### src/verilog/axi_defs_pkg.sv
package axi_defs_pkg;

   // burst type codes
   localparam logic [1:0] BURST_FIXED = 2'b00;
   localparam logic [1:0] BURST_INCR  = 2'b01;

   // write response codes
   localparam logic [1:0] RESP_OKAY   = 2'b00;
   localparam logic [1:0] RESP_SLVERR = 2'b10;

endpackage

### src/verilog/wt_cache_pkg.sv
package wt_cache_pkg;

   // processor side: byte address and data width
   localparam int FE_ADDR_W = 32;
   localparam int FE_DATA_W = 32;

   // memory side word, a power-of-two multiple of FE_DATA_W
   localparam int BE_DATA_W = 64;

   // log2 of write buffer depth
   localparam int BUF_DEPTH_W = 2;  // 4 entries

endpackage

### src/verilog/axi_write_ctrl.sv
`timescale 1ns/1ps

module axi_write_ctrl #(
   parameter int FE_ADDR_W = wt_cache_pkg::FE_ADDR_W,
   parameter int BE_DATA_W = wt_cache_pkg::BE_DATA_W
) (
   input  logic                                        clk_i,
   input  logic                                        reset,
   input  logic                                        empty_i,
   input  logic                                        one_left_i,
   input  logic [FE_ADDR_W-$clog2(BE_DATA_W/8)-1:0]    head_addr_i,
   input  logic [BE_DATA_W-1:0]                        head_data_i,
   input  logic [BE_DATA_W/8-1:0]                      head_strb_i,
   output logic                                        pop_o,
   output logic                                        idle_o,
   output logic [FE_ADDR_W-1:0]                        m_axi_awaddr_o,
   output logic [7:0]                                  m_axi_awlen_o,
   output logic [2:0]                                  m_axi_awsize_o,
   output logic [1:0]                                  m_axi_awburst_o,
   output logic                                        m_axi_awvalid_o,
   input  logic                                        m_axi_awready_i,
   output logic [BE_DATA_W-1:0]                        m_axi_wdata_o,
   output logic [BE_DATA_W/8-1:0]                      m_axi_wstrb_o,
   output logic                                        m_axi_wlast_o,
   output logic                                        m_axi_wvalid_o,
   input  logic                                        m_axi_wready_i,
   input  logic                                        m_axi_bvalid_i,
   input  logic [1:0]                                  m_axi_bresp_i,
   output logic                                        m_axi_bready_o
);

   localparam int BE_BYTES = BE_DATA_W / 8;
   localparam int BE_OFF_W = $clog2(BE_BYTES);

   typedef enum logic [1:0] {
      IDLE,
      ADDR,
      DATA,
      RESP
   } state_t;

   state_t state;
   state_t state_next;
   logic   resp_ok;
   logic   resp_err;

   assign resp_ok  = m_axi_bvalid_i & (m_axi_bresp_i == axi_defs_pkg::RESP_OKAY);
   assign resp_err = m_axi_bvalid_i & (m_axi_bresp_i != axi_defs_pkg::RESP_OKAY);

   // single beat, full memory word
   assign m_axi_awlen_o   = 8'd0;
   assign m_axi_awsize_o  = 3'(BE_OFF_W);
   assign m_axi_awburst_o = axi_defs_pkg::BURST_FIXED;

   // payload comes straight from the buffer head, which only moves on pop
   assign m_axi_awaddr_o = {head_addr_i, {BE_OFF_W{1'b0}}};
   assign m_axi_wdata_o  = head_data_i;
   assign m_axi_wstrb_o  = head_strb_i;

   assign m_axi_awvalid_o = (state == ADDR);
   assign m_axi_wvalid_o  = (state == DATA);
   assign m_axi_wlast_o   = m_axi_wvalid_o;  // every burst is one beat
   assign m_axi_bready_o  = (state == RESP);

   assign pop_o  = (state == RESP) & resp_ok;  // only OKAY retires the head
   assign idle_o = (state == IDLE) & empty_i;

   always_comb begin
      state_next = state;
      case (state)
         IDLE: begin
            if (!empty_i) state_next = ADDR;
         end
         ADDR: begin
            if (m_axi_awready_i) state_next = DATA;
         end
         DATA: begin
            if (m_axi_wready_i) state_next = RESP;
         end
         RESP: begin
            if (resp_ok) begin
               state_next = one_left_i ? IDLE : ADDR;  // more entries waiting
            end else if (resp_err) begin
               state_next = ADDR;  // resend same head
            end
         end
         default: state_next = IDLE;
      endcase
   end

   always_ff @(posedge clk_i or posedge reset) begin
      if (reset) begin
         state <= IDLE;
      end else begin
         state <= state_next;
      end
   end

endmodule

### src/verilog/wb_write_port.sv
`timescale 1ns/1ps

module wb_write_port #(
   parameter int FE_ADDR_W = wt_cache_pkg::FE_ADDR_W,
   parameter int FE_DATA_W = wt_cache_pkg::FE_DATA_W,
   parameter int BE_DATA_W = wt_cache_pkg::BE_DATA_W
) (
   input  logic                                        clk_i,
   input  logic                                        reset,
   input  logic                                        wb_cyc_i,
   input  logic                                        wb_stb_i,
   input  logic                                        wb_we_i,
   input  logic [FE_ADDR_W-1:0]                        wb_adr_i,
   input  logic [FE_DATA_W-1:0]                        wb_dat_i,
   input  logic [FE_DATA_W/8-1:0]                      wb_sel_i,
   output logic                                        wb_ack_o,
   input  logic                                        full_i,
   output logic                                        push_o,
   output logic [FE_ADDR_W-$clog2(BE_DATA_W/8)-1:0]    push_addr_o,
   output logic [BE_DATA_W-1:0]                        push_data_o,
   output logic [BE_DATA_W/8-1:0]                      push_strb_o
);

   localparam int FE_BYTES = FE_DATA_W / 8;
   localparam int BE_BYTES = BE_DATA_W / 8;
   localparam int FE_OFF_W = $clog2(FE_BYTES);
   localparam int BE_OFF_W = $clog2(BE_BYTES);
   localparam int RATIO    = BE_DATA_W / FE_DATA_W;  // fe words per memory word

   logic                 wb_req;
   logic [FE_ADDR_W-1:0] word_pos;

   // a request already acked this cycle is not taken twice
   assign wb_req = wb_cyc_i & wb_stb_i & wb_we_i & ~wb_ack_o;
   assign push_o = wb_req & ~full_i;  // full buffer holds back the ack

   // fe word slot inside the memory word
   assign word_pos = (wb_adr_i >> FE_OFF_W) & FE_ADDR_W'(RATIO - 1);

   assign push_addr_o = wb_adr_i[FE_ADDR_W-1:BE_OFF_W];
   assign push_data_o = {RATIO{wb_dat_i}};  // same data on every lane
   assign push_strb_o = BE_BYTES'(wb_sel_i) << (word_pos * FE_BYTES);

   // ack goes out on the edge that writes the buffer
   always_ff @(posedge clk_i or posedge reset) begin
      if (reset) begin
         wb_ack_o <= 1'b0;
      end else begin
         wb_ack_o <= push_o;
      end
   end

endmodule

### src/verilog/write_buffer.sv
`timescale 1ns/1ps

module write_buffer #(
   parameter int FE_ADDR_W   = wt_cache_pkg::FE_ADDR_W,
   parameter int BE_DATA_W   = wt_cache_pkg::BE_DATA_W,
   parameter int BUF_DEPTH_W = wt_cache_pkg::BUF_DEPTH_W
) (
   input  logic                                        clk_i,
   input  logic                                        reset,
   input  logic                                        push_i,
   input  logic [FE_ADDR_W-$clog2(BE_DATA_W/8)-1:0]    push_addr_i,
   input  logic [BE_DATA_W-1:0]                        push_data_i,
   input  logic [BE_DATA_W/8-1:0]                      push_strb_i,
   input  logic                                        pop_i,
   output logic [FE_ADDR_W-$clog2(BE_DATA_W/8)-1:0]    head_addr_o,
   output logic [BE_DATA_W-1:0]                        head_data_o,
   output logic [BE_DATA_W/8-1:0]                      head_strb_o,
   output logic                                        full_o,
   output logic                                        empty_o,
   output logic                                        one_left_o
);

   localparam int WADDR_W = FE_ADDR_W - $clog2(BE_DATA_W / 8);
   localparam int DEPTH   = 2 ** BUF_DEPTH_W;

   logic [WADDR_W-1:0]     addr_mem [DEPTH];
   logic [BE_DATA_W-1:0]   data_mem [DEPTH];
   logic [BE_DATA_W/8-1:0] strb_mem [DEPTH];
   logic [BUF_DEPTH_W-1:0] wr_ptr;
   logic [BUF_DEPTH_W-1:0] rd_ptr;
   logic [BUF_DEPTH_W:0]   count;  // one extra bit to tell full from empty
   logic                   do_push;
   logic                   do_pop;

   assign do_push = push_i & ~full_o;
   assign do_pop  = pop_i & ~empty_o;

   assign full_o     = (count == (BUF_DEPTH_W+1)'(DEPTH));
   assign empty_o    = (count == '0);
   assign one_left_o = (count == (BUF_DEPTH_W+1)'(1));  // retiring this empties it

   // head shown without a read cycle
   assign head_addr_o = addr_mem[rd_ptr];
   assign head_data_o = data_mem[rd_ptr];
   assign head_strb_o = strb_mem[rd_ptr];

   always_ff @(posedge clk_i) begin
      if (do_push) begin
         addr_mem[wr_ptr] <= push_addr_i;
         data_mem[wr_ptr] <= push_data_i;
         strb_mem[wr_ptr] <= push_strb_i;
      end
   end

   always_ff @(posedge clk_i or posedge reset) begin
      if (reset) begin
         wr_ptr <= '0;
         rd_ptr <= '0;
         count  <= '0;
      end else begin
         if (do_push) wr_ptr <= wr_ptr + 1'b1;  // wraps at DEPTH
         if (do_pop) rd_ptr <= rd_ptr + 1'b1;
         if (do_push & ~do_pop) count <= count + 1'b1;
         else if (do_pop & ~do_push) count <= count - 1'b1;
      end
   end

endmodule

### src/verilog/wt_write_top.sv
`timescale 1ns/1ps

module wt_write_top #(
   parameter int FE_ADDR_W   = wt_cache_pkg::FE_ADDR_W,
   parameter int FE_DATA_W   = wt_cache_pkg::FE_DATA_W,
   parameter int BE_DATA_W   = wt_cache_pkg::BE_DATA_W,
   parameter int BUF_DEPTH_W = wt_cache_pkg::BUF_DEPTH_W
) (
   input  logic                     clk_i,
   input  logic                     reset,
   input  logic                     wb_cyc_i,
   input  logic                     wb_stb_i,
   input  logic                     wb_we_i,
   input  logic [FE_ADDR_W-1:0]     wb_adr_i,
   input  logic [FE_DATA_W-1:0]     wb_dat_i,
   input  logic [FE_DATA_W/8-1:0]   wb_sel_i,
   output logic                     wb_ack_o,
   output logic [FE_ADDR_W-1:0]     m_axi_awaddr_o,
   output logic [7:0]               m_axi_awlen_o,
   output logic [2:0]               m_axi_awsize_o,
   output logic [1:0]               m_axi_awburst_o,
   output logic                     m_axi_awvalid_o,
   input  logic                     m_axi_awready_i,
   output logic [BE_DATA_W-1:0]     m_axi_wdata_o,
   output logic [BE_DATA_W/8-1:0]   m_axi_wstrb_o,
   output logic                     m_axi_wlast_o,
   output logic                     m_axi_wvalid_o,
   input  logic                     m_axi_wready_i,
   input  logic                     m_axi_bvalid_i,
   input  logic [1:0]               m_axi_bresp_i,
   output logic                     m_axi_bready_o,
   output logic                     idle_o
);

   localparam int WADDR_W = FE_ADDR_W - $clog2(BE_DATA_W / 8);  // memory word address

   logic                   push;
   logic [WADDR_W-1:0]     push_addr;
   logic [BE_DATA_W-1:0]   push_data;
   logic [BE_DATA_W/8-1:0] push_strb;
   logic                   pop;
   logic [WADDR_W-1:0]     head_addr;
   logic [BE_DATA_W-1:0]   head_data;
   logic [BE_DATA_W/8-1:0] head_strb;
   logic                   buf_full;
   logic                   buf_empty;
   logic                   buf_one_left;

   wb_write_port #(
      .FE_ADDR_W (FE_ADDR_W),
      .FE_DATA_W (FE_DATA_W),
      .BE_DATA_W (BE_DATA_W)
   ) u_wb_port (
      .clk_i       (clk_i),
      .reset       (reset),
      .wb_cyc_i    (wb_cyc_i),
      .wb_stb_i    (wb_stb_i),
      .wb_we_i     (wb_we_i),
      .wb_adr_i    (wb_adr_i),
      .wb_dat_i    (wb_dat_i),
      .wb_sel_i    (wb_sel_i),
      .wb_ack_o    (wb_ack_o),
      .full_i      (buf_full),
      .push_o      (push),
      .push_addr_o (push_addr),
      .push_data_o (push_data),
      .push_strb_o (push_strb)
   );

   write_buffer #(
      .FE_ADDR_W   (FE_ADDR_W),
      .BE_DATA_W   (BE_DATA_W),
      .BUF_DEPTH_W (BUF_DEPTH_W)
   ) u_buffer (
      .clk_i       (clk_i),
      .reset       (reset),
      .push_i      (push),
      .push_addr_i (push_addr),
      .push_data_i (push_data),
      .push_strb_i (push_strb),
      .pop_i       (pop),
      .head_addr_o (head_addr),
      .head_data_o (head_data),
      .head_strb_o (head_strb),
      .full_o      (buf_full),
      .empty_o     (buf_empty),
      .one_left_o  (buf_one_left)
   );

   axi_write_ctrl #(
      .FE_ADDR_W (FE_ADDR_W),
      .BE_DATA_W (BE_DATA_W)
   ) u_ctrl (
      .clk_i           (clk_i),
      .reset           (reset),
      .empty_i         (buf_empty),
      .one_left_i      (buf_one_left),
      .head_addr_i     (head_addr),
      .head_data_i     (head_data),
      .head_strb_i     (head_strb),
      .pop_o           (pop),
      .idle_o          (idle_o),
      .m_axi_awaddr_o  (m_axi_awaddr_o),
      .m_axi_awlen_o   (m_axi_awlen_o),
      .m_axi_awsize_o  (m_axi_awsize_o),
      .m_axi_awburst_o (m_axi_awburst_o),
      .m_axi_awvalid_o (m_axi_awvalid_o),
      .m_axi_awready_i (m_axi_awready_i),
      .m_axi_wdata_o   (m_axi_wdata_o),
      .m_axi_wstrb_o   (m_axi_wstrb_o),
      .m_axi_wlast_o   (m_axi_wlast_o),
      .m_axi_wvalid_o  (m_axi_wvalid_o),
      .m_axi_wready_i  (m_axi_wready_i),
      .m_axi_bvalid_i  (m_axi_bvalid_i),
      .m_axi_bresp_i   (m_axi_bresp_i),
      .m_axi_bready_o  (m_axi_bready_o)
   );

endmodule
### config.mk
export PLATFORM = sky130hd
export DESIGN_NAME = wt_write_top
export DESIGN_NICKNAME = d
export VERILOG_FILES = /design/src/verilog/axi_defs_pkg.sv /design/src/verilog/wt_cache_pkg.sv /design/src/verilog/axi_write_ctrl.sv /design/src/verilog/wb_write_port.sv /design/src/verilog/write_buffer.sv /design/src/verilog/wt_write_top.sv
export SDC_FILE = /design/constraint.sdc
export NUM_CORES = 1
export LEC_CHECK = 0
export ABC_AREA = 0
export BUFFER_PORTS_ARGS = -buffer_cell sky130_fd_sc_hd__buf_2
export CORE_MARGIN = 2
export CORE_UTILIZATION = 55
export DETAILED_ROUTE_END_ITERATION = 8
export PLACE_DENSITY_LB_ADDON = 0.1
export SLEW_MARGIN = 15
export SYNTH_ARGS = -nofsm -noshare
export SYNTH_HDL_FRONTEND = slang
export SYNTH_HIERARCHICAL = 1
export SYNTH_SLANG_ARGS = --single-unit
### constraint.sdc
create_clock -name clk_i -period 6 [get_ports clk_i]
set_input_delay 1.8 -clock clk_i [delete_from_list [all_inputs] [get_ports clk_i]]
set_output_delay 1.8 -clock clk_i [all_outputs]
set_load 0.1 [all_outputs]
==> impl_table.tex <==
\begin{tabular}{lr}
\hline
Metric & Value \\
\hline
\multicolumn{2}{l}{\textbf{Yosys}} \\
Total number of yosys warnings & 6 \\
Multiplexer share of the synthesized area & a little over an eighth \\
Post-Syn Area per Cell & 20.7 um\^{}2 \\
Summed instance area of the synthesized netlist & between 15000 and 20000 um\^{}2 \\
Complex-gate fraction of the synthesized area & 0.213\% \\
Async SR Flop Fraction & 2.42\% \\
Number of flops mapped to enable cells by yosys & 404 \\
Number of distinct library cells after synthesis & 29 \\
Combinational family with the most area after synthesis & multiplexers \\
Share of synthesized area occupied by flip-flops and latches & 72.8\% \\
Synthesized-area fraction occupied by and/or/nand/nor cells & 1.21\% \\
Synth Register Bits & 414 \\
Fraction of synthesized cell area in xor and xnor cells & 0.309\% \\
Ys flop type & sky130\_fd\_sc\_hd\_\_edfxtp\_1 \\
Adder-cell share of the synthesized area & a little over 1\% \\
Count of mapped cells out of synthesis & 821 \\
\multicolumn{2}{l}{\textbf{Detailed routing}} \\
Drt drc & 0 \\
Antenna Violating Nets Remaining & 0 \\
Total detailed-routing wirelength & between 20 and 30 mm \\
Via total after detailed routing & between 6000 and 7000 \\
Detail-routed via count per cell & 5.34 \\
Per-cell routed wire length & 21.2 um \\
First drt pass iteration count & 4 \\
Iteration-0 DRC count of the detailed router & 408 \\
\multicolumn{2}{l}{\textbf{Timing}} \\
Transition time at the pin with the least slew margin & 0.850 ns \\
Count of final setup violators & 0 \\
RSZ-0062 raised after global routing & false \\
Sum of negative setup slack & 0 ns \\
Maximum operating frequency & about 0.21 GHz \\
Setup clock skew after layout & 0.0182 ns \\
Min Clock Period, post-route & approximately 4.7 ns \\
Headroom to the max-slew limit & a little over two fifths \\
Final hold vios & 0 \\
Final number of max-transition violations & 0 \\
Crit share post-route & roughly four fifths \\
\multicolumn{2}{l}{\textbf{Job}} \\
Maximum Capacitance Violations & 0 \\
\multicolumn{2}{l}{\textbf{Run status}} \\
Run status & completed \\
\multicolumn{2}{l}{\textbf{Global routing}} \\
Wire length of the first global-routing pass & 41.2 mm \\
Number of global-route vias before repair & 7219 \\
Maximum number of pins on one net before global-route repair & 56 \\
GRT overflow & 0 \\
Total GRT Usage & 16.6\% \\
Initial antenna violation count & 1 \\
\multicolumn{2}{l}{\textbf{Clock tree}} \\
CTS resizes & 0 \\
Number of buffers added by the clock tree synthesis step & a little over 40 \\
Clock root buffer master & sky130\_fd\_sc\_hd\_\_clkbuf\_16 \\
Max H-tree Level & 2 \\
Clock transition at the register clock pins on the worst setup and hold paths after CTS & 0.06 ns \\
Post-CTS setup repair buffer count & 0 \\
Clock sink count & a little over 400 \\
TritonCTS clock tree & yes \\
Clock insertion delay at the later pin of the skew report & 0.52 ns \\
Hold-fix buffers, CTS & 0 \\
Clock Path Buffers & 3 \\
\multicolumn{2}{l}{\textbf{Worst setup path}} \\
Critical-path maximum fanout & 52 \\
Arrival time of the worst setup path & 2.89 ns \\
Launching point of the worst reg2reg path & u\_buffer/count[0] \\
Flop-to-flop setup slack & 2.67 ns \\
Critical Setup Path Class & reg2out \\
Slowest cell delay on critical path & 0.92 ns \\
Cell with the largest stage delay on the worst path & sky130\_fd\_sc\_hd\_\_dfrtp\_4 \\
Critical-path cell list & buf\_12 > mux4\_2 > buf\_2 \\
Endpoint required time on the critical path & between 4 and 5 ns \\
R2r endpoint & u\_buffer/data\_mem[3][35] \\
Sort of element at the end of the critical path & primary output \\
Reg2reg path depth & 7 \\
Startpoint kind of the worst setup timing path & flip-flop \\
\multicolumn{2}{l}{\textbf{Hold path}} \\
End point of the most critical hold path & u\_wb\_port/wb\_ack\_o \\
Hold crit path type & reg2reg \\
Min-delay src & u\_wb\_port/wb\_ack\_o \\
Number of stages on the worst hold path & 1 \\
\multicolumn{2}{l}{\textbf{Place}} \\
Post-Place Cell Area & around 17000 um\^{}2 \\
PortBufs & 182 \\
Routability Congestion & approximately 0.71 \\
Sum of net half-perimeters after detailed placement & 15.1 mm \\
\multicolumn{2}{l}{\textbf{Floorplan}} \\
Die Span Y & 180 um \\
Die Width & 180 um \\
Site row count & 64 \\
Initial standard-cell utilization of the core & 55.7\% \\
I/O pin count & around 200 \\
Area enclosed by the die boundary & 32300 um\^{}2 \\
Area of the placeable core & just over 30000 um\^{}2 \\
\multicolumn{2}{l}{\textbf{Final layout}} \\
Number of nets in the layout & 925 \\
Post-route design area & 18100 um\^{}2 \\
Fraction of layout cells with a size suffix above 1 & around 41\% \\
Area Overhead vs Synth & 6.16\% \\
\hline
\end{tabular}
[registers in the layout (all words and copies together) (netlist names)]
signal,cells
u_wb_port/wb_ack_o,1
u_buffer/rd_ptr,2
u_buffer/strb_mem,32
u_buffer/wr_ptr,2
u_buffer/data_mem,256
u_buffer/count,3
u_buffer/addr_mem,116
u_ctrl/state,2
[cell usage in the layout, fill, tap and decap left out, types with 6 or more instances in the layout]
| cell | count |
|---|---|
| sky130_fd_sc_hd__clkinv_2 | 7 |
| sky130_fd_sc_hd__ha_1 | 14 |
| sky130_fd_sc_hd__buf_12 | 6 |
| sky130_fd_sc_hd__inv_1 | 10 |
| sky130_fd_sc_hd__buf_2 | 182 |
| sky130_fd_sc_hd__clkbuf_1 | 14 |
| sky130_fd_sc_hd__conb_1 | 16 |
| sky130_fd_sc_hd__clkbuf_16 | 43 |
| sky130_fd_sc_hd__mux4_2 | 101 |
| sky130_fd_sc_hd__dfrtp_1 | 8 |
| sky130_fd_sc_hd__and2_1 | 6 |
| sky130_fd_sc_hd__nor2b_1 | 7 |
| sky130_fd_sc_hd__edfxtp_1 | 404 |
[through the flow]
step | setup WS [ns] | util [%] | hold slack (ns) | instances
2_1_floorplan | 0.707 | - | 0.478 | 835
3_3_place_gp | 1.71 | 55.0 | 0.467 | 1186
3_5_place_dp | 1.62 | 55.0 | 0.462 | 1186
4_1_cts | 1.19 | 59.2 | 0.484 | 1260
5_1_grt | 1.08 | 59.2 | 0.494 | 1260
6_report | 1.31 | 59.2 | 0.497 | 1261
[cells by family (layout without fill, tap and decap cells)]
family,after synthesis,after routing
flip-flops,414,414
buffers and inverters,244,273
multiplexers,102,102
AND/OR/NAND/NOR,33,33
adder cells (fa/ha/maj),14,14
AO/OA/AOI/OAI,6,6
XOR/XNOR,6,6
other,2,17
[worst max-delay path by stage]
stage	start	endpoint	slack, ns	cells past startpoint
global route	u_buffer/rd_ptr[0]	m_axi_wdata_o[60]	1.08	3
finish	u_buffer/rd_ptr[0]	m_axi_wdata_o[60]	1.31	3
global placement	wb_we_i	u_buffer/addr_mem[1][12]	1.71	6
detailed placement	wb_we_i	u_buffer/addr_mem[0][19]	1.62	6
floorplan	wb_we_i	u_buffer/addr_mem[0][0]	0.71	4
CTS	u_buffer/rd_ptr[0]	m_axi_wdata_o[60]	1.19	3
[worst max-delay path: cells and delay by family, from the launching register on]
kind                   cells  cell delay (ns)
DFF                        1             0.92
muxes                      1             0.61
buffers and inverters      2             0.78
[Yosys cell counts (2+ instances only)]
master | instances | area (um^2)
sky130_fd_sc_hd__conb_1 | 2 | 7.51
sky130_fd_sc_hd__buf_12 | 7 | 140
sky130_fd_sc_hd__o21ai_0 | 3 | 15.0
sky130_fd_sc_hd__ha_1 | 14 | 175
sky130_fd_sc_hd__buf_2 | 9 | 45.0
sky130_fd_sc_hd__dfrtp_1 | 10 | 250
sky130_fd_sc_hd__nor2b_1 | 7 | 43.8
sky130_fd_sc_hd__buf_4 | 214 | 1610
sky130_fd_sc_hd__inv_1 | 10 | 37.5
sky130_fd_sc_hd__clkbuf_1 | 2 | 7.51
sky130_fd_sc_hd__and2_1 | 10 | 62.6
sky130_fd_sc_hd__edfxtp_1 | 404 | 12100
sky130_fd_sc_hd__mux4_2 | 101 | 2270
sky130_fd_sc_hd__nor2_1 | 3 | 11.3
sky130_fd_sc_hd__xnor2_1 | 4 | 35.0
sky130_fd_sc_hd__nand3_1 | 3 | 15.0
sky130_fd_sc_hd__xor2_1 | 2 | 17.5
sky130_fd_sc_hd__nand2_1 | 5 | 18.8
[layout make-up]
| cell class | instances | area [um^2] |
|---|---|---|
| Fill cell | 2208 | 12500 |
| Sequential cell | 414 | 12400 |
| Multi-Input combinational cell | 177 | 2820 |
| Clock buffer | 57 | 1130 |
| Timing Repair Buffer | 189 | 1040 |
| Tap cell | 396 | 495 |
| Clock inverter | 17 | 138 |
| Inverter | 10 | 37.5 |
| Antenna cell | 1 | 2.50 |
[layer usage]
layer  wire length, um  vias up  part of all wire (%)  track usage [%]
li1                  -     3005                     -                -
met1             11100     3505                    41             21.8
met2             13700      176                    51             28.4
met3              1440       45                   5.4             3.85
met4               478        0                   1.8             4.26
met5                 0        -                     0                0
Power is not shown: default switching activity piles up to over one toggle a cycle in this logic, so the estimate is an artifact.
